## src/rtl/snd_pkg.sv

```systemverilog
`default_nettype none

package snd_pkg;

    // Bus and storage widths
    typedef logic [15:0]        snd_addr_t;
    typedef logic [7:0]         byte_t;
    typedef logic [10:0]        ram_addr_t;
    typedef logic [1:0]         bank_t;

    // Audio widths
    typedef logic [11:0]        period_t;   // Half period in cen ticks
    typedef logic [3:0]         vol_t;
    typedef logic [7:0]         gain_t;     // 4.4 fixed point
    typedef logic signed [15:0] sample_t;

    // Sound address map, upper nibble
    localparam logic [3:0] ROM_TOP  = 4'hA;  // Everything below is ROM
    localparam logic [3:0] BANK_NIB = 4'hA;
    localparam logic [3:0] TONE_NIB = 4'hB;
    localparam logic [3:0] CAB_NIB  = 4'hC;
    localparam logic [3:0] RAM_NIB0 = 4'hD;
    localparam logic [3:0] RAM_NIB1 = 4'hE;  // Mirror of RAM_NIB0
    localparam logic [3:0] IRQ_NIB  = 4'hF;

    // Audio constants
    localparam sample_t TONE_STEP  = 16'sd2048;
    localparam sample_t SAMPLE_MAX = 16'sd32767;  // Symmetric clip level
    localparam gain_t   CH0_GAIN   = 8'h10;       // 1.0
    localparam gain_t   CH1_GAIN   = 8'h18;       // 1.5

    localparam int SHARED_RAM_WORDS = 2048;

    typedef enum logic [1:0] {
        IDLE,
        WAIT_ROM,
        WAIT_RAM
    } dec_state_t;

    // Arbiter states carry a prefix so they do not clash with the decoder
    typedef enum logic [1:0] {
        ARB_IDLE,
        SERVE_SND,
        SERVE_MAIN
    } arb_state_t;

endpackage

`default_nettype wire
```

## src/rtl/snd_bus_if.sv

```systemverilog
`timescale 1ns/1ps
`default_nettype none

interface snd_bus_if;
    import snd_pkg::*;

    snd_addr_t addr;
    byte_t     wdata;
    logic      we;
    logic      req;    // One cycle strobe
    byte_t     rdata;  // Valid with ack on reads
    logic      ack;

    modport master (
        output addr,
        output wdata,
        output we,
        output req,
        input  rdata,
        input  ack
    );

    modport slave (
        input  addr,
        input  wdata,
        input  we,
        input  req,
        output rdata,
        output ack
    );

endinterface

`default_nettype wire

```

## src/rtl/snd_decoder.sv

```systemverilog
`timescale 1ns/1ps
`default_nettype none

module snd_decoder (
    input  wire                 clk,
    input  wire                 rst,
    input  wire                 lvbl,
    input  wire                 cpu_req,
    input  snd_pkg::snd_addr_t  cpu_addr,
    input  wire                 cpu_we,
    input  snd_pkg::byte_t      cpu_wdata,
    output logic                cpu_ack,
    output snd_pkg::byte_t      cpu_rdata,
    input  wire [1:0]           start_button,
    input  wire [1:0]           coin_input,
    input  wire [6:0]           joystick1,
    input  wire [6:0]           joystick2,
    input  wire                 service,
    output logic [14:0]         rom_addr,
    output logic                rom_cs,
    input  wire                 rom_ok,
    input  snd_pkg::byte_t      rom_data,
    output logic                mcu_rst,
    output logic                irq_n,
    snd_bus_if.master           ram_bus,
    snd_bus_if.master           tone_bus
);
    import snd_pkg::*;

    dec_state_t state;
    logic [3:0] nib;
    logic       is_rom, is_ram, is_tone, is_local;
    snd_addr_t  addr_q;
    bank_t      bank;
    byte_t      local_rd, local_rd_q;
    logic       local_q;   // Local access in flight
    logic       irq_q, lvbl_q;

    assign nib      = cpu_addr[15:12];
    assign is_rom   = nib < ROM_TOP;
    assign is_tone  = nib == TONE_NIB;
    assign is_ram   = nib == RAM_NIB0 || nib == RAM_NIB1;
    assign is_local = nib == BANK_NIB || nib == CAB_NIB || nib == IRQ_NIB;

    // Both buses see the CPU cycle, only one gets the strobe
    assign ram_bus.addr   = cpu_addr;
    assign ram_bus.wdata  = cpu_wdata;
    assign ram_bus.we     = cpu_we;
    assign ram_bus.req    = cpu_req && is_ram;
    assign tone_bus.addr  = cpu_addr;
    assign tone_bus.wdata = cpu_wdata;
    assign tone_bus.we    = cpu_we;
    assign tone_bus.req   = cpu_req && is_tone;

    always_comb begin
        rom_addr = addr_q[14:0];
        if (addr_q[15]) rom_addr[14:13] = bank;  // Upper half is banked
    end

    always_comb begin
        local_rd = 8'hFF;  // Bank and IRQ reads float high
        if (nib == CAB_NIB) begin
            case (cpu_addr[2:0])
                3'd0:    local_rd = {start_button[0], joystick1};
                3'd1:    local_rd = {start_button[1], joystick2};
                3'd2:    local_rd = {4'hF, coin_input, 1'b1, service};
                default: local_rd = 8'hFF;
            endcase
        end
    end

    assign irq_n = ~irq_q;

    always_ff @(posedge clk or posedge rst) begin
        if (rst) begin
            state   <= IDLE;
            rom_cs  <= 1'b0;
            cpu_ack <= 1'b0;
            local_q <= 1'b0;
            bank    <= '0;
            mcu_rst <= 1'b0;
            irq_q   <= 1'b0;
            lvbl_q  <= 1'b1;  // No false edge out of reset
        end else begin
            rom_cs  <= 1'b0;
            cpu_ack <= 1'b0;
            local_q <= cpu_req && is_local;
            lvbl_q  <= lvbl;
            if (cpu_req && cpu_we && nib == BANK_NIB) begin
                bank    <= cpu_wdata[1:0];
                mcu_rst <= cpu_wdata[2];
            end
            // A new vblank edge wins over a same cycle acknowledge
            if (lvbl_q && !lvbl) irq_q <= 1'b1;
            else if (cpu_req && cpu_we && nib == IRQ_NIB) irq_q <= 1'b0;
            if (local_q || tone_bus.ack) cpu_ack <= 1'b1;
            case (state)
                IDLE: begin
                    if (cpu_req && is_rom) begin
                        rom_cs <= 1'b1;
                        state  <= WAIT_ROM;
                    end else if (cpu_req && is_ram) begin
                        state <= WAIT_RAM;
                    end
                end
                WAIT_ROM: if (rom_ok) begin
                    cpu_ack <= 1'b1;
                    state   <= IDLE;
                end
                WAIT_RAM: if (ram_bus.ack) begin
                    cpu_ack <= 1'b1;
                    state   <= IDLE;
                end
                default: state <= IDLE;
            endcase
        end
    end

    always_ff @(posedge clk) begin
        if (cpu_req) begin
            addr_q     <= cpu_addr;
            local_rd_q <= local_rd;  // Inputs sampled at the request
        end
        if (local_q) cpu_rdata <= local_rd_q;
        else if (tone_bus.ack) cpu_rdata <= tone_bus.rdata;
        else if (state == WAIT_ROM && rom_ok) cpu_rdata <= rom_data;
        else if (state == WAIT_RAM && ram_bus.ack) cpu_rdata <= ram_bus.rdata;
    end

    a_one_outstanding: assert property (@(posedge clk) disable iff (rst)
        cpu_req |-> state == IDLE && !local_q)
        else $error("sound CPU request while a cycle is in flight");

endmodule

`default_nettype wire

```

## src/flat_wrapper.sv

```systemverilog
// flat-port wrapper written by rule: the top's interface ports become plain ports
module snd_decoder_flat import snd_pkg::*;
  (clk, rst, lvbl, cpu_req, cpu_addr, cpu_we, cpu_wdata, cpu_ack, cpu_rdata, start_button, coin_input, joystick1, joystick2, service, rom_addr, rom_cs, rom_ok, rom_data, mcu_rst, irq_n, ram_bus_addr, ram_bus_wdata, ram_bus_we, ram_bus_req, ram_bus_rdata, ram_bus_ack, tone_bus_addr, tone_bus_wdata, tone_bus_we, tone_bus_req, tone_bus_rdata, tone_bus_ack);
  snd_bus_if ram_bus_i ();
  snd_bus_if tone_bus_i ();
  input  wire clk;
  input  wire rst;
  input  wire lvbl;
  input  wire cpu_req;
  input  snd_pkg::snd_addr_t cpu_addr;
  input  wire cpu_we;
  input  snd_pkg::byte_t cpu_wdata;
  output logic cpu_ack;
  output snd_pkg::byte_t cpu_rdata;
  input  wire [1:0] start_button;
  input  wire [1:0] coin_input;
  input  wire [6:0] joystick1;
  input  wire [6:0] joystick2;
  input  wire service;
  output logic [14:0] rom_addr;
  output logic rom_cs;
  input  wire rom_ok;
  input  snd_pkg::byte_t rom_data;
  output logic mcu_rst;
  output logic irq_n;
  output wire logic [$bits(ram_bus_i.addr)-1:0] ram_bus_addr;
  output wire logic [$bits(ram_bus_i.wdata)-1:0] ram_bus_wdata;
  output wire logic [$bits(ram_bus_i.we)-1:0] ram_bus_we;
  output wire logic [$bits(ram_bus_i.req)-1:0] ram_bus_req;
  input wire logic [$bits(ram_bus_i.rdata)-1:0] ram_bus_rdata;
  input wire logic [$bits(ram_bus_i.ack)-1:0] ram_bus_ack;
  output wire logic [$bits(tone_bus_i.addr)-1:0] tone_bus_addr;
  output wire logic [$bits(tone_bus_i.wdata)-1:0] tone_bus_wdata;
  output wire logic [$bits(tone_bus_i.we)-1:0] tone_bus_we;
  output wire logic [$bits(tone_bus_i.req)-1:0] tone_bus_req;
  input wire logic [$bits(tone_bus_i.rdata)-1:0] tone_bus_rdata;
  input wire logic [$bits(tone_bus_i.ack)-1:0] tone_bus_ack;
  assign ram_bus_addr = ram_bus_i.addr;
  assign ram_bus_wdata = ram_bus_i.wdata;
  assign ram_bus_we = ram_bus_i.we;
  assign ram_bus_req = ram_bus_i.req;
  assign ram_bus_i.rdata = ram_bus_rdata;
  assign ram_bus_i.ack = ram_bus_ack;
  assign tone_bus_addr = tone_bus_i.addr;
  assign tone_bus_wdata = tone_bus_i.wdata;
  assign tone_bus_we = tone_bus_i.we;
  assign tone_bus_req = tone_bus_i.req;
  assign tone_bus_i.rdata = tone_bus_rdata;
  assign tone_bus_i.ack = tone_bus_ack;
  snd_decoder u_core (.clk(clk), .rst(rst), .lvbl(lvbl), .cpu_req(cpu_req), .cpu_addr(cpu_addr), .cpu_we(cpu_we), .cpu_wdata(cpu_wdata), .cpu_ack(cpu_ack), .cpu_rdata(cpu_rdata), .start_button(start_button), .coin_input(coin_input), .joystick1(joystick1), .joystick2(joystick2), .service(service), .rom_addr(rom_addr), .rom_cs(rom_cs), .rom_ok(rom_ok), .rom_data(rom_data), .mcu_rst(mcu_rst), .irq_n(irq_n), .ram_bus(ram_bus_i), .tone_bus(tone_bus_i));
endmodule
```

## config.mk

```make
export PLATFORM = sky130hd
export DESIGN_NAME = snd_decoder_flat
export DESIGN_NICKNAME = d
export VERILOG_FILES = /design/src/rtl/snd_pkg.sv /design/src/rtl/snd_bus_if.sv /design/src/rtl/snd_decoder.sv /design/src/flat_wrapper.sv
export SDC_FILE = /design/constraint.sdc
export NUM_CORES = 1
export LEC_CHECK = 0
export BUFFER_PORTS_ARGS = -buffer_cell sky130_fd_sc_hd__buf_4
export CORE_MARGIN = 4
export CORE_UTILIZATION = 43
export CTS_CLUSTER_DIAMETER = 60
export DETAILED_ROUTE_END_ITERATION = 7
export PLACE_DENSITY_LB_ADDON = 0.15
export RECOVER_POWER = 100
export SLEW_MARGIN = 10
export SYNTH_ARGS = -nofsm -noshare
export SYNTH_HDL_FRONTEND = slang
export SYNTH_SLANG_ARGS = --single-unit
```

## constraint.sdc

```tcl
create_clock -name clk -period 1.7 [get_ports clk]
set_input_delay 0.17 -clock clk [delete_from_list [all_inputs] [get_ports clk]]
set_output_delay 0.17 -clock clk [all_outputs]
set_load 0.02 [all_outputs]
```

* Yosys cells after proc, flatten, opt, wreduce, memory -nomap -nowiden
Cells that the tools add are included.
** Cells by class
- Magnitude comparators :: 1
- Eq/ne operators :: 13
- Multiplexer cells :: 19
- Bitwise logic cells :: 1
- Reductions and logical operators :: 20
** Operators by type and width (count)
- $mux 8 :: 4
- $eq 4x4->1 const B :: 6
- $pmux 8 s3 :: 1
- $logic_and 1x1->1 :: 10
- $mux 2 :: 5
- $mux 1 :: 7
- $pmux 2 s3 :: 1
- $logic_or 1x1->1 :: 4
- $lt 4x4->1 const B :: 1
- $ne 2x2->1 const B :: 2
- $reduce_bool 4->1 :: 1
- $eq 3x1->1 const B :: 1
- $eq 3x2->1 const B :: 1
- $logic_not 3->1 :: 1
- $ne 3x2->1 const B :: 1
- $reduce_and 3->1 :: 1
- $eq 2x1->1 const B :: 1
- $eq 2x2->1 const B :: 1
- $logic_not 2->1 :: 1
- $pmux 1 s2 :: 1
- $reduce_bool 2->1 :: 1
- $logic_not 1->1 :: 1
- $not 1->1 :: 1
** Word-level totals
- Bits in registers :: 42
- Bits of input ports :: 75
- Output and inout port bits :: 79
- Logic and storage cells :: 65

* Longest topological paths before layout
- Depth in word-level cells :: 6
- Mapped depth :: 6
- Depth with buffers taken out :: 5

* Worst setup path before layout
OpenSTA, ideal clock, no wires.
- Kind :: register -> register
- Start point :: register u_core.state[0]
- End point :: register u_core.state[0]
- Setup time :: 0.080 ns
- Data arrival time :: 1.393 ns
- Required time :: 1.620 ns
- Setup slack :: 0.227 ns
- Stages on the path, launching flop included :: 6
- Path buffers :: 1
- Period minus slack after synthesis :: 1.473 ns
- Cells stage by stage :: dfrtp_1 -> ha_1 -> buf_6 -> nor2b_4 -> or4b_4 -> o211ai_2
** On the way
- Word-level cells in the longest chain between the ends :: 3
- Elaborated cells on any way between the ends :: 8
- Those cells by class :: eq/ne (5); mux (1); reduce/logical (2)
** RTL lines
- start, declared :: RTL line snd_decoder.sv:30 : dec_state_t state;
- start signal, assigned :: RTL line snd_decoder.sv:76 : state <= IDLE;
- start signal, assigned :: RTL line snd_decoder.sv:101 : state <= WAIT_ROM;
- start signal, assigned :: RTL line snd_decoder.sv:103 : state <= WAIT_RAM;
- $eq 2x2->1 (tied with other cells) :: RTL line snd_decoder.sv:97 : case (state)
- $ne 2x2->1 (no line) / $ne 3x2->1 (equally long branches)
- $reduce_and 3->1 (no line)
Several ways; a longest one is shown, not always the timed one.
A chain may end at the register's enable or synchronous reset.

* Final worst setup path
- Start point :: register u_core.state[1]
- End point :: register u_core.state[0]
The elaborated chain is that of the path after synthesis.

==> results by group <==
Logic synthesis
  • Post-synth EDFFs: 32
  • Post-Synth XOR/XNOR Area: 0.00703
  • Predominant post-synthesis flop cell: edfxtp_1
  • Synth Area in Adders: 0.0151
  • Async SR Flop Fraction: 0.238
  • Mapped Cells: 221
  • Sequential area share after synthesis: 0.487
  • Synth Area in Compound Gates: 0.0849
  • Yosys warns: 0
  • Synth unique cells: 40
  • Mux cell area share after synthesis: 0.0608
  • Post-Synth Simple-Gate Area: 0.131
  • Main combinational cell family by area after synthesis: buffers and inverters
  • Post-Syn Area: 2490 µm²
  • Avg Cell Area, Syn: 11.3 µm²
  • Syn nets: 299
  • #FFs+latches synth: 42

Clock tree
  • CTS Buffer Depth: 2
  • Clk_lat worst skew: 290 ps
  • Post-CTS Setup Bufs: 0
  • Root buffer cell: clkbuf_8
  • H-Tree Level Count: 2
  • Clock Pin Slew Worst Setup and Hold Paths: 70 ps
  • CTS sink cnt: 42
  • CTS tree: built
  • TritonCTS Buffers: 5

Critical path
  • FF-to-FF path depth: 5
  • Nature of the critical path endpoint: flip-flop
  • Setup crit start: u_core.state[1]
  • Critical Path AT: 1780 ps
  • Setup slack, reg-to-reg: 140 ps
  • Worst setup path category: reg -> reg
  • Timing endpoint of the critical path: u_core.state[0]
  • CP Launch Type: flip-flop
  • R2r startpoint: u_core.state[1]
  • Critical path required time: 1920 ps
  • FF-to-FF End: u_core.state[0]
  • Critical Path Fanout Max: 3

Drt
  • Router iterations before antenna repair: 4
  • Total wire length: 5540 µm
  • DRC: 0
  • ANT nets after route: 0
  • WL/cell: 14.9 µm
  • Drt via density: 4.85
  • Initial drt markers: 77
  • Vias: 1808

Timing
  • Final period utilization: 0.917
  • Final Critical Period: 1560 ps
  • RSZ-0062 raised after global routing: false
  • Rel. slew slack: 0.553
  • Slew @ Worst Pin: 670 ps
  • Final setup violation count: 0
  • Pins Over Slew Limit: 0
  • Fmax: 0.642 GHz
  • Final-report hold violation count: 0
  • Worst Clk Skew: 2.02 ps

Global route
  • Global-route wire length before repair: 8870 µm
  • GRT Total Usage: 0.157
  • Largest net degree at the start of global routing: 19
  • Grt total ovfl: 0
  • Initial antenna violation count: 0
  • Vias in the first global route: 1918

Floorplanning
  • Die W: 84.1 µm
  • Effective utilization at floorplan: 0.447
  • # IOs: 154
  • Core Area: 5570 µm²
  • Cell row count: 27
  • DIE HEIGHT: 84.1 µm
  • Die area: 7080 µm²

Placed design
  • Detail Placement HPWL: 4400 µm
  • GPL Wtd Cong: 0.809
  • Port Buffers: 138
  • DP Area: 3120 µm²

Final layout
  • Final core occ: 0.521
  • Layout cells sized above 1: 0.262
  • Most common cell after layout, fill and taps aside: clkbuf_1
  • Design Area, Final: 2900 µm²
  • Final #Nets: 378
  • Layout Area Growth over Synthesis: 16.5%
  • N_diodes: 0
  • Most frequent cells in the layout: clkbuf_1, buf_4, edfxtp_1

Min path
  • WHS Path Cells: 1
  • Hold crit path type: in -> reg

Pwr
  • Max IR drop VDD: 557 µV
  • Leakage: 1.16 nW
  • Pwr Total: 2.72 mW
  • Power per cell area: 939 nW/µm²

Status
  • Status: complete, no violations

Run
  • Max cap viols: 0
-- logic make-up after synthesis --
| family | after synthesis |
|---|---|
| buffers and inverters | 75 |
| and+or+nand+nor | 56 |
| DFF | 42 |
| AOI/OAI and AO/OA | 29 |
| muxes | 14 |
| adders and majority gates | 3 |
| xor gates and xnor gates | 2 |
-- layer usage --
metal	routed length [µm]	global-route usage	vias up
met5	0	0	-
met4	110	0.0760	0
met3	518	0.0553	11
met2	2690	0.256	89
met1	2220	0.183	834
li1	-	-	874
-- synthesized netlist by cell type, types with 3 or more instances --
cell	n	area [µm²]
a211oi_1	10	75.1
and3_1	8	50.1
buf_4	63	473
dfrtp_1	9	225
edfxtp_1	32	961
ha_1	3	37.5
inv_1	5	18.8
mux2_2	9	101
mux2i_1	5	50.1
nand2_1	22	82.6
nor2b_1	11	68.8
o21ai_0	3	15.0
o22ai_1	3	18.8
o31ai_1	8	60.1
-- repair_timing --
item | 4_1_cts | 5_1_grt
hold buffers | 2 | 0
resized for setup | 1 | 2
endpoints found under the setup margin | 11 | 6
endpoints found under the hold margin | 10 | 0
-- through the flow --
step / hold WS (ps) / cells / TNS [ps] / worst slack, ps
2_1_floorplan: 9.46 / 221 / 0 / 227
3_3_place_gp: 209 / 363 / 0 / 106
3_5_place_dp: 206 / 363 / -50.0 / -50.0
4_1_cts: 60.2 / 373 / 0 / 47.3
5_1_grt: 97.7 / 373 / 0 / 48.2
6_report: 107 / 373 / 0 / 142
-- worst max-delay path: stages (launching register included) --
cell and delay (ps):
dfrtp_1 400, inv_1 130, ha_1 230, nand2_1 80, or4b_1 560, o211ai_2 70
-- where the power goes --
part	internal [mW]	total (mW)	leakage, nW	switching, mW
clock network	0.282	0.608	0.0426	0.326
registers	1.25	1.30	0.439	0.0531
logic	0.326	0.814	0.679	0.488
total	1.86	2.72	1.16	0.867
-- flip-flops by register name (all words and copies together), names as in the netlist --
| register | flops |
|---|---|
| u_core.state | 2 |
| u_core.cpu_rdata | 8 |
| u_core.cpu_ack | 1 |
| u_core.local_rd_q | 8 |
| u_core.mcu_rst | 1 |
| u_core.local_q | 1 |
| u_core.lvbl_q | 1 |
| u_core.rom_cs | 1 |
| u_core.addr_q | 16 |
| u_core.irq_q | 1 |
| u_core.bank | 2 |
-- cell type report --
class                      instances  area [µm²]
fill                             579        2670
sequential                        42        1210
multi-input combinational        104         752
timing repair buffer             142         748
tap                               72        90.1
clock buffer                       6        72.6
inverter                           5        18.8
clock inverter                     2        8.76
-- worst min path at each step --
stage	slack (ps)	start	endpoint
finish	110	cpu_addr[7]	u_core.addr_q[7]
global route	100	cpu_addr[10]	u_core.addr_q[10]
CTS	60	cpu_addr[4]	u_core.addr_q[4]
detailed placement	210	rst	u_core.rom_cs
global placement	210	rst	u_core.rom_cs
floorplan	9	rst	u_core.bank[0]
Power figures use the tool's default switching activity.
