File: config.mk
export PLATFORM = sky130hd
export DESIGN_NAME = tone_gen_flat
export DESIGN_NICKNAME = d
export VERILOG_FILES = /design/src/rtl/snd_pkg.sv /design/src/rtl/snd_bus_if.sv /design/src/rtl/tone_gen.sv /design/src/flat_wrapper.sv
export SDC_FILE = /design/constraint.sdc
export NUM_CORES = 1
export LEC_CHECK = 0
export BUFFER_PORTS_ARGS = -buffer_cell sky130_fd_sc_hd__buf_4
export CAP_MARGIN = 25
export CORE_MARGIN = 10
export CORE_UTILIZATION = 52
export DETAILED_ROUTE_END_ITERATION = 7
export GPL_TIMING_DRIVEN = 0
export PLACE_DENSITY = 0.77
export SLEW_MARGIN = 10
export SYNTH_ARGS = -nofsm -noshare
export SYNTH_HDL_FRONTEND = slang
export SYNTH_SLANG_ARGS = --single-unit
File: constraint.sdc
create_clock -name clk -period 2.4 [get_ports clk]
set_input_delay 0.48 -clock clk [delete_from_list [all_inputs] [get_ports clk]]
set_output_delay 0.48 -clock clk [all_outputs]
set_load 0.01 [all_outputs]
File: src/rtl/snd_pkg.sv
`default_nettype none

package snd_pkg;

    // Bus and storage widths
    typedef logic [15:0]        snd_addr_t;
    typedef logic [7:0]         byte_t;
    typedef logic [10:0]        ram_addr_t;
    typedef logic [1:0]         bank_t;

    // Audio widths
    typedef logic [11:0]        period_t;   // Half period in cen ticks
    typedef logic [3:0]         vol_t;
    typedef logic [7:0]         gain_t;     // 4.4 fixed point
    typedef logic signed [15:0] sample_t;

    // Sound address map, upper nibble
    localparam logic [3:0] ROM_TOP  = 4'hA;  // Everything below is ROM
    localparam logic [3:0] BANK_NIB = 4'hA;
    localparam logic [3:0] TONE_NIB = 4'hB;
    localparam logic [3:0] CAB_NIB  = 4'hC;
    localparam logic [3:0] RAM_NIB0 = 4'hD;
    localparam logic [3:0] RAM_NIB1 = 4'hE;  // Mirror of RAM_NIB0
    localparam logic [3:0] IRQ_NIB  = 4'hF;

    // Audio constants
    localparam sample_t TONE_STEP  = 16'sd2048;
    localparam sample_t SAMPLE_MAX = 16'sd32767;  // Symmetric clip level
    localparam gain_t   CH0_GAIN   = 8'h10;       // 1.0
    localparam gain_t   CH1_GAIN   = 8'h18;       // 1.5

    localparam int SHARED_RAM_WORDS = 2048;

    typedef enum logic [1:0] {
        IDLE,
        WAIT_ROM,
        WAIT_RAM
    } dec_state_t;

    // Arbiter states carry a prefix so they do not clash with the decoder
    typedef enum logic [1:0] {
        ARB_IDLE,
        SERVE_SND,
        SERVE_MAIN
    } arb_state_t;

endpackage

`default_nettype wire
File: src/rtl/snd_bus_if.sv
`timescale 1ns/1ps
`default_nettype none

interface snd_bus_if;
    import snd_pkg::*;

    snd_addr_t addr;
    byte_t     wdata;
    logic      we;
    logic      req;    // One cycle strobe
    byte_t     rdata;  // Valid with ack on reads
    logic      ack;

    modport master (
        output addr,
        output wdata,
        output we,
        output req,
        input  rdata,
        input  ack
    );

    modport slave (
        input  addr,
        input  wdata,
        input  we,
        input  req,
        output rdata,
        output ack
    );

endinterface

`default_nettype wire

File: src/rtl/tone_gen.sv
`timescale 1ns/1ps
`default_nettype none

module tone_gen (
    input  wire                 clk,
    input  wire                 rst,
    input  wire                 cen,
    snd_bus_if.slave            bus,
    output snd_pkg::sample_t    ch0,
    output snd_pkg::sample_t    ch1
);
    import snd_pkg::*;

    // Per channel pair: period low, then {vol, period high}
    byte_t   regs [4];
    sample_t out [2];

    always_ff @(posedge clk or posedge rst) begin
        if (rst) begin
            regs    <= '{default: '0};
            bus.ack <= 1'b0;
        end else begin
            bus.ack <= bus.req;
            if (bus.req && bus.we) regs[bus.addr[1:0]] <= bus.wdata;
        end
    end

    always_ff @(posedge clk) begin
        if (bus.req) bus.rdata <= regs[bus.addr[1:0]];
    end

    for (genvar i = 0; i < 2; i++) begin : g_ch
        period_t period;
        vol_t    vol;
        period_t cnt;
        logic    sq;      // High for the positive half
        sample_t level;

        assign period = {regs[2*i+1][3:0], regs[2*i]};
        assign vol    = regs[2*i+1][7:4];
        assign level  = sample_t'({12'd0, vol}) * TONE_STEP;
        assign out[i] = sq ? level : -level;

        always_ff @(posedge clk or posedge rst) begin
            if (rst) begin
                cnt <= '0;
                sq  <= 1'b1;
            end else if (cen) begin
                if (period == '0) begin
                    // Stopped channel parks on its positive level
                    cnt <= '0;
                    sq  <= 1'b1;
                end else if (cnt >= period - 1'b1) begin
                    cnt <= '0;
                    sq  <= ~sq;
                end else begin
                    cnt <= cnt + 1'b1;
                end
            end
        end
    end

    assign ch0 = out[0];
    assign ch1 = out[1];

endmodule

`default_nettype wire

File: src/flat_wrapper.sv
// flat-port wrapper written by rule: the top's interface ports become plain ports
module tone_gen_flat import snd_pkg::*;
  (clk, rst, cen, ch0, ch1, bus_addr, bus_wdata, bus_we, bus_req, bus_rdata, bus_ack);
  snd_bus_if bus_i ();
  input  wire clk;
  input  wire rst;
  input  wire cen;
  output snd_pkg::sample_t ch0;
  output snd_pkg::sample_t ch1;
  input wire logic [$bits(bus_i.addr)-1:0] bus_addr;
  input wire logic [$bits(bus_i.wdata)-1:0] bus_wdata;
  input wire logic [$bits(bus_i.we)-1:0] bus_we;
  input wire logic [$bits(bus_i.req)-1:0] bus_req;
  output wire logic [$bits(bus_i.rdata)-1:0] bus_rdata;
  output wire logic [$bits(bus_i.ack)-1:0] bus_ack;
  assign bus_i.addr = bus_addr;
  assign bus_i.wdata = bus_wdata;
  assign bus_i.we = bus_we;
  assign bus_i.req = bus_req;
  assign bus_rdata = bus_i.rdata;
  assign bus_ack = bus_i.ack;
  tone_gen u_core (.clk(clk), .rst(rst), .cen(cen), .bus(bus_i), .ch0(ch0), .ch1(ch1));
endmodule
# ---- Word level (Yosys, flattened, before mapping)
# Index checks and enable logic that the tools add are counted.
dict set report op_classes {
  add_sub_neg 6
  order_cmp 4
  muxes 16
  n_bitwise 3
  reduce_logical 8
}
# cell n
set ops {}
lappend ops {{12-bit two-way mux} 4}
lappend ops {{32-bit bitwise mux} 1}
lappend ops {{16-bit two-way mux} 2}
lappend ops {{15-bit negator with 16-bit output} 2}
lappend ops {{12-bit by 1-bit adder with 12-bit output (second input constant)} 2}
lappend ops {{12-bit >= comparator} 2}
lappend ops {{12-bit zero test} 2}
lappend ops {{8-bit two-way mux} 3}
lappend ops {{12-bit by 1-bit subtractor with 12-bit output (second input constant)} 2}
lappend ops {{8-bit binary-select mux with 2-bit select} 1}
lappend ops {{8-bit demux with 2-bit select} 1}
lappend ops {{1-bit two-way mux} 4}
lappend ops {{2-bit AND reduction} 2}
lappend ops {{2-bit nonzero test} 2}
lappend ops {{3-bit >= comparator (second input constant)} 1}
lappend ops {{3-bit by 1-bit < comparator with 1-bit output (second input constant)} 1}
lappend ops {{2-bit NOT with 3-bit output} 1}
lappend ops {{1-bit logical AND} 2}
lappend ops {{1-bit NOT} 2}
dict set report totals {
  register_bits 67
  input_bits 29
  output_inout_bits 41
  word_cells 47
}

# ---- Depth between registers and ports, before layout
# Gate-level depths: netlist (run 1).
dict set report logic_depth {
  word_depth 6
  mapped_depth 11
  ltp_nobuf 11
}

# ---- Worst setup path before layout (run 1)
# Ideal clock, no wire load.
dict set report synth_timing {
  path_kind {reg2reg}
  start {register u_core.regs, in the netlist u_core.g_ch[1].period[4]}
  end {register u_core.g_ch[1].sq}
  setup_time_ps 76
  arrival_ps 2622
  t_required_ps 2324
  setup_slack_ps -298
  path_stages_with_launch 11
  n_path_buf 0
  period_less_slack_ps 2698
  path_cell_list {dfrtp_1 -> nor4_1 -> nand2b_1 -> nor4_1 -> xnor2_1 -> ha_1 -> nand4_1 -> o21ai_0 -> nor3_1 -> a31oi_2 -> mux2i_1}
}
dict set report synth_via {
  elab_chain_cells 4
  word_cells_on_any_way 6
  classes_between {add/sub: 1; order compare: 1; mux: 1; reduce/logical: 3}
}
# item line_no
set synth_rtl {}
lappend synth_rtl {{start: declaration} tone_gen.sv:15} ;# byte_t regs [4];
lappend synth_rtl {{start signal: indexed assignment} tone_gen.sv:24} ;# if (bus.req && bus.we) regs[bus.addr[1:0]] <= bus.wdata;
lappend synth_rtl {{12-bit by 1-bit subtractor with 12-bit output} tone_gen.sv:53} ;# end else if (cnt >= period - 1'b1) begin
lappend synth_rtl {{12-bit >= comparator} tone_gen.sv:53}
lappend synth_rtl {{2-bit nonzero test (no source line)} --}
lappend synth_rtl {{2-bit AND reduction (no source line)} --}
lappend synth_rtl {{end signal: assignment} tone_gen.sv:55} ;# sq <= ~sq;
lappend synth_rtl {{end: declaration} tone_gen.sv:36} ;# logic sq;
# Several ways; a longest one is shown, not always the timed one.
# A chain may end at the register's enable or synchronous reset.

# ---- Worst setup path after layout (run 1)
dict set report layout_timing {
  start {register u_core.regs, in the netlist u_core.g_ch[0].period[5]}
  end {register u_core.g_ch[0].sq}
}
dict set report layout_via {
  elab_chain_cells 4
  word_cells_on_any_way 6
  classes_between {add/sub: 1; order compare: 1; mux: 1; reduce/logical: 3}
}
# item line_no
set layout_rtl {}
lappend layout_rtl {{12-bit by 1-bit subtractor with 12-bit output} tone_gen.sv:53}
lappend layout_rtl {{12-bit >= comparator} tone_gen.sv:53}
lappend layout_rtl {{2-bit nonzero test (no source line)} --}
lappend layout_rtl {{2-bit AND reduction (no source line)} --}
lappend layout_rtl {{end signal: assignment} tone_gen.sv:55}
lappend layout_rtl {{end: declaration} tone_gen.sv:36}
# Several ways; a longest one is shown, not always the timed one.

==> key figures, run 1 <==
Outcome
  – Outcome: finished, violations left
  – Failing checks: negative setup slack

GRT
  – Gr usage total: 0.167
  – First-pass GRT wire length: approximately 16,000 µm
  – Vias in the first global route: approximately 3,300
  – Initial antenna violation count: 0
  – Grt ovf: 0
  – Pin count of the biggest net entering global routing: 38

Power
  – Net Switching: about 1.7 mW
  – Pint: 2.77 mW
  – Sw Share: 0.382
  – Clock network fraction of total power: 0.213
  – Worst vdd ir: roughly 630 µV
  – Pwr Total: 4.47 mW
  – Leak: ~2.4 nW
  – Combinational group share of total power: 0.394
  – PwrDens: 822 nW/µm²
  – Reg power frac: 0.393

Placed design
  – Port Buf Inserts: 32
  – Pre-CTS setup slack: -516 ps
  – Dpl hpwl: 7270 µm
  – Routability-driven placement congestion ratio: 0.839

STA
  – Final setup viols: 26
  – RSZ-0062 raised after global routing: yes
  – Slew Limit Fails: 0
  – Slew @ Worst Pin: ~700 ps
  – Tcrit/Tclk final: 1.13
  – Rel. slew slack: 0.532
  – Final WS setup: -322 ps
  – Clk_skew: about 11 ps
  – Final min period: approximately 2700 ps
  – Max Freq: roughly 0.37 GHz
  – TNS Setup: -5890 ps
  – Final hold vios: 0

Synth
  – Synth Instances: 404
  – Flops & latches, synth: 67
  – Number of flops mapped to enable cells by yosys: 8
  – Syn_area_per_cell: 10.5 µm²
  – Async SR Flop Fraction: 0.881
  – Distinct cells, synth: 41
  – Synth Cell Area: ~4200 µm²
  – Register area share after synthesis: 0.405
  – Yosys warns: 0
  – Post-synth top flop: dfrtp_1

Floorplanning
  – Die Ht: 110 µm
  – # IOs: 70
  – Initial Util: 0.540
  – Full die area: ~12,000 µm²
  – Core area: 7850 µm²
  – Rows: 32
  – Die span in x: between 100 and 150 µm

Finish
  – Combined area of the multi-input logic cells: 2560 µm²
  – Final-layout fill cell count: 575
  – Area Overhead vs Synth: 28.2%
  – Diode count: 0
  – Layout net count: about 560
  – Flip-flop and latch area: 1730 µm²
  – Share of cells above drive strength 1: 0.394

Route
  – DRT Pass-1 Iters: 4
  – Routed wire length per instance: 16.8 µm
  – Initial drt markers: 150
  – Post-route antenna net violation count: 0
  – Average vias per placed instance: around 5.5
  – Routed wire length: 10,100 µm
  – Via count: 3,304
  – Drt drc: 0

Clock network
  – Clk_lat worst skew: 350 ps
  – Longest Clk Path Bufs: 2
  – Clock Sinks: 67
  – Clock transition at path regs: 80 ps
  – CTS H-tree lvls: 3
  – # hold bufs at CTS: 0
  – CTS buffer count: 9
  – CTS tree: done
  – Clock root buffer master: clkbuf_8

Setup path
  – Setup Crit Path Kind: flip-flop to flip-flop
  – Worst setup SP type: flip-flop
  – Critical Path End Type: flip-flop
  – CP top delay family: simple AND/OR/NAND/NOR gates
  – Slowest Stage Delay on Critical Path: roughly 440 ps
  – Worst EP arrival: roughly 3000 ps
  – Critical path fanouts, max: 4
  – Slowest CP cell: dfrtp_2
  – Worst Path Required: ~2700 ps
  – Crit-path cells: nor4_4, nand2_2, or3_1, xor2_1, ha_1, and4_4, buf_4, o2111ai_4, o211ai_4, mux2_4
  – Buf+Inv Stages, Crit Path: 1

Job
  – Max Cap Violations: 0

Worst hold path
  – Hold/Removal Path Class: input port to async pin
timing repair:
action	4_1_cts	5_1_grt
gates resized for setup	32	21
endpoints found under the setup margin	26	26
pin swaps	33	27
buffers inserted	14	13
cells in the final DEF (no fill, tap or decap), drive strengths merged, types with 10 or more instances in the layout:
| cell | instances |
|---|---|
| buf | 86 |
| dfrtp | 57 |
| nor2 | 37 |
| mux2 | 33 |
| ha | 32 |
| inv | 31 |
| xnor2 | 22 |
| conb | 22 |
| nand2 | 20 |
| nand3 | 19 |
| xor2 | 16 |
| nor3 | 15 |
| clkbuf | 14 |
| nand4 | 12 |
| a21oi | 10 |
layer usage:
| metal | wire (µm) | share of wire | up-vias | GRT usage |
|---|---|---|---|---|
| met4 | 128 | 0.013 | 0 | 0.0716 |
| met5 | 0 | 0 | - | 0 |
| met2 | 5240 | 0.52 | 76 | 0.283 |
| li1 | - | - | 1594 | - |
| met1 | 4170 | 0.41 | 1622 | 0.203 |
| met3 | 590 | 0.058 | 12 | 0.0319 |
kinds of logic (layout without fill, tap and decap cells):
logic type,after synthesis,after routing,share of synthesized area
other cells,1,22,0.000884
flops,67,67,0.405
compound gates,38,38,0.0617
mux,44,44,0.137
xor+xnor,38,38,0.0785
fa+ha+maj,32,32,0.0944
simple gates,128,128,0.151
buf+inv,56,133,0.0708
state kept, by name, indices dropped and copies added, names as in the netlist:
name / flops
u_core.g_ch.cnt: 24
u_core.g_ch.sq: 2
u_core.g_ch.vol: 8
u_core.bus.ack: 1
u_core.bus.rdata: 8
u_core.g_ch.period: 24
area by class of cell:
type,instances,share of cell area
Buffer,29,0.0366
Clock buffer,10,0.0274
Clock inverter,6,0.00943
Inverter,27,0.0191
Multi-Input combinational cell,302,0.471
Sequential cell,67,0.318
Tap cell,102,0.0235
Timing Repair Buffer,61,0.0943
through the flow:
stage | instance area [µm²] | util | instances | hold WS [ps]
6_report | 5440 | 0.693 | 604 | 157
5_1_grt | 5440 | 0.693 | 604 | 193
4_1_cts | 5270 | 0.671 | 591 | 166
3_5_place_dp | 4840 | 0.617 | 561 | 519
3_3_place_gp | 4810 | 0.613 | 559 | 512
2_1_floorplan | 4440 | - | 425 | 490
cells in the mapped netlist (all sizes together) (2+ instances only):
master,n,area share
nor2,37,0.033
nor4,6,0.0089
buf,25,0.043
mux4,8,0.042
nand2b,3,0.0044
nand3,19,0.022
nand2,20,0.018
nor2b,4,0.0059
a31oi,3,0.0059
nor3,15,0.019
a21oi,10,0.012
and4,2,0.0041
ha,32,0.094
or3,2,0.0029
nand4,12,0.018
mux2i,3,0.0071
dfrtp,57,0.34
inv,27,0.024
mux2,33,0.088
xnor2,22,0.045
o22ai,6,0.0089
o21ai,8,0.0094
o211ai,2,0.0068
a41oi,6,0.012
xor2,16,0.033
clkbuf,4,0.0035
dfstp,2,0.012
and3,4,0.0059
edfxtp,8,0.057
power by group through the flow:
stage	Clock (mW)	Sequential [mW]	Combinational, mW
2_1_floorplan	0	1.68	1.11
3_3_place_gp	0	1.77	1.44
3_5_place_dp	0	1.78	1.52
4_1_cts	0.964	1.75	1.66
5_1_grt	1.02	1.80	1.95
6_report	0.953	1.76	1.76
path summary, 6_finish.rpt:
path	startpoint	to	slack, ps	cells after the start
min reg2reg	u_core.g_ch[1].sq$_DFFE_PP1P_	u_core.g_ch[1].sq$_DFFE_PP1P_	540	2
max in group asynchronous	rst	u_core.g_ch[1].sq$_DFFE_PP1P_	1600	3
max	u_core.g_ch[0].period[5]$_DFFE_PP0P_	u_core.g_ch[0].sq$_DFFE_PP1P_	-320	10
min	rst	u_core.g_ch[0].cnt[3]$_DFFE_PP0P_	160	2
max reg2reg	u_core.g_ch[0].period[5]$_DFFE_PP0P_	u_core.g_ch[0].sq$_DFFE_PP1P_	-320	10
min in group clk	bus_req	u_core.bus.ack$_DFF_PP0_	360	1
No activity file was read; power rests on OpenSTA's default activity.
==> run 2: changes to the inputs <==
- CORE_ASPECT_RATIO: not set -> 0.7
- CORE_UTILIZATION: 52 -> 53
- CTS_BUF_LIST: not set -> sky130_fd_sc_hd__clkbuf_8
- PLACE_DENSITY: 0.77 -> 0.79
==> run 2 against run 1 <==
- the flow still finishes with violations (negative setup slack)
- setup slack got worse by 19 ps
- first-iteration DRC count increased to 2.6 times the previous value
- largest power group unchanged
- cell count down 0.83%
- flip-flop and latch count unchanged
- cell area is 0.34% higher
- largest cell class unchanged
- via count increased by 2.6%
- critical path type unchanged
- critical path depth is 1 lower
- core utilization is 0.33 points higher
==> key figures, run 2 (synthesis gave the netlist of run 1 again) <==
Finish
  – Layout net count: 554 (-0.72%)
  – Commonest non-fill, non-tap cell in the layout: buf_4
  – Fin cells: 599 (-0.83%)
  – Final-layout fill cell count: 543 (-5.6%)
  – Area Overhead vs Synth: 28.7%
  – Flip-flop and latch area: 1730 µm² (unchanged)
  – Diode count: 0 (unchanged)
  – Share of cells above drive strength 1: 0.406 (+0.0112)
  – Combined area of the multi-input logic cells: 2600 µm² (+1.5%)
  – Commonest non-fill, non-tap cells in the layout: buf_4 (73), dfrtp_1 (47), mux2_2 (32)

GRT
  – First-pass GRT wire length: 17,600 µm (+9.5%)
  – Vias in the first global route: 3,324 (+0.54%)
  – Grt ovf: 0 (unchanged)
  – Gr usage total: 0.181 (+0.0143)
  – Pin count of the biggest net entering global routing: 35 (-7.9%)
  – Initial antenna violation count: 0 (unchanged)

Clock network
  – Longest Clk Path Bufs: 2 (unchanged)
  – CTS buffer count: 9 (unchanged)
  – Clk_lat worst skew: 350 ps (about the same)
  – Clock Sinks: 67 (unchanged)
  – # hold bufs at CTS: 0 (unchanged)
  – Clock root buffer master: clkbuf_8
  – CTS tree: done
  – Clock transition at path regs: 90 ps (about the same)
  – CTS H-tree lvls: 3 (unchanged)

STA
  – Clk_skew: 13.3 ps (+2.37 ps)
  – Rel. slew slack: 0.484 (-0.0484)
  – Final hold vios: 0 (unchanged)
  – Tcrit/Tclk final: 1.14 (+0.00797)
  – RSZ-0062 raised after global routing: yes
  – Slew Limit Fails: 0 (unchanged)
  – Final min period: 2740 ps (+19.1 ps)
  – Final setup viols: 24 (-7.7%)
  – Slew @ Worst Pin: 768 ps (+66.6 ps)
  – Max Freq: 0.365 GHz (-0.70%)
  – Final WS setup: -341 ps (-19.1 ps)

Job
  – Max Cap Violations: 0 (unchanged)

Route
  – Post-route antenna net violation count: 0 (unchanged)
  – Via count: 3,391 (+2.6%)
  – Average vias per placed instance: 5.66 (+3.5%)
  – Routed wire length: 11,200 µm (+10%)
  – Drt drc: 0 (unchanged)
  – Routed wire length per instance: 18.6 µm (+11%)
  – DRT Pass-1 Iters: 4 (unchanged)
  – Initial drt markers: 385 (+160%)

Power
  – PwrDens: 830 nW/µm² (+0.92%)
  – Pwr Total: 4.53 mW (+1.3%)
  – Leak: 2.39 nW (-0.58%)
  – Worst vdd ir: 560 µV (-11%)

Placed design
  – Placed Cells: 560 (-0.18%)
  – Dpl hpwl: 7680 µm (+5.6%)
  – Port Buf Inserts: 32 (unchanged)
  – Routability-driven placement congestion ratio: 0.810 (-3.5%)

Floorplanning
  – # IOs: 70 (unchanged)
  – Die Ht: 94.8 µm (-14%)
  – Core area: 7840 µm² (-0.13%)
  – Initial Util: 0.541 (+0.000690)
  – Full die area: 12,000 µm² (-1.1%)
  – Rows: 27 (-16%)
  – Die span in x: 127 µm (+15%)

Setup path
  – Worst setup SP type: flip-flop
  – Worst EP arrival: 2970 ps (-30 ps)
  – Critical Path End Type: flip-flop
  – Critical path fanouts, max: 6 (+2)
  – Setup Crit Path Kind: flip-flop to flip-flop
  – Worst Path Required: 2630 ps (-50 ps)

Outcome
  – Outcome: finished, violations left
  – Failing checks: negative setup slack

Worst hold path
  – Hold/Removal Path Class: input port to async pin
## run 2: cell count changes in the layout (fill, tap and decap cells not counted), moves of 3 or more
cell	previous run	this run
nor2_4	2	7
nor2_2	3	6
nor2_1	32	24
buf_4	76	73
## run 2: metal layers
| layer | GRT usage | wire length [µm] | share of wire | vias up |
|---|---|---|---|---|
| li1 | - | - | - | 1583 |
| met1 | 0.232 | 4700 | 0.42 | 1680 |
| met2 | 0.292 | 5410 | 0.49 | 115 |
| met3 | 0.0548 | 930 | 0.083 | 13 |
| met4 | 0.0520 | 113 | 0.010 | 0 |
| met5 | 0 | 0 | 0 | - |
## run 2: through the flow
step | hold slack [ps] | util | setup WS [ps] | setup TNS [ps] | instance area [µm²]
3_5_place_dp | 518 | 0.617 | -451 | -8110 | 4840
5_1_grt | 220 | 0.696 | -421 | -7520 | 5460
3_3_place_gp | 511 | 0.614 | -432 | -23570 | 4810
2_1_floorplan | 490 | - | -170 | -371 | 4440
6_report | 188 | 0.696 | -341 | -4790 | 5460
4_1_cts | 205 | 0.683 | -218 | -2510 | 5350
## run 2: area by class of cell
cell class | count | share of cell area
multi-input cells | 302 | 0.477
clock inverters | 7 | 0.0149
well taps | 101 | 0.0232
repair buffers | 57 | 0.0903
plain buffers | 29 | 0.0365
flip-flops and latches | 67 | 0.317
inverters | 27 | 0.0186
clock buffers | 9 | 0.0227
## run 2: worst max-delay path: stages, from the launching register on
cell	delay, ps
dfrtp_2	440
nor4_4	370
nand2_2	130
or3_4	380
xor2_1	160
ha_1	270
and4_4	240
o211ai_1	250
a41oi_1	260
o22ai_1	100
## run 2: worst paths after layout
kind	start	endpoint	slack, ps	cells after the start
setup / recovery	u_core.g_ch[0].period[2]$_DFFE_PP0P_	u_core.g_ch[0].cnt[3]$_DFFE_PP0P_	-340	9
hold / removal	rst	u_core.bus.ack$_DFF_PP0_	190	2
setup reg to reg	u_core.g_ch[0].period[2]$_DFFE_PP0P_	u_core.g_ch[0].cnt[3]$_DFFE_PP0P_	-340	9
hold reg to reg	u_core.g_ch[1].sq$_DFFE_PP1P_	u_core.g_ch[1].sq$_DFFE_PP1P_	540	2
max in group asynchronous	rst	u_core.g_ch[1].period[4]$_DFFE_PP0P_	1610	3
min in group clk	bus_req	u_core.bus.ack$_DFF_PP0_	340	1
## run 2: what timing repair did
action                                  4_1_cts  5_1_grt
endpoints found under the setup margin       26       26
buffers inserted                             21        2
gates resized for setup                      40       20
pin swaps                                    27       18
## run 2: power by group
part           internal [mW]  switching, mW
Sequential              1.42          0.351
Clock                  0.496          0.488
Combinational          0.877          0.897
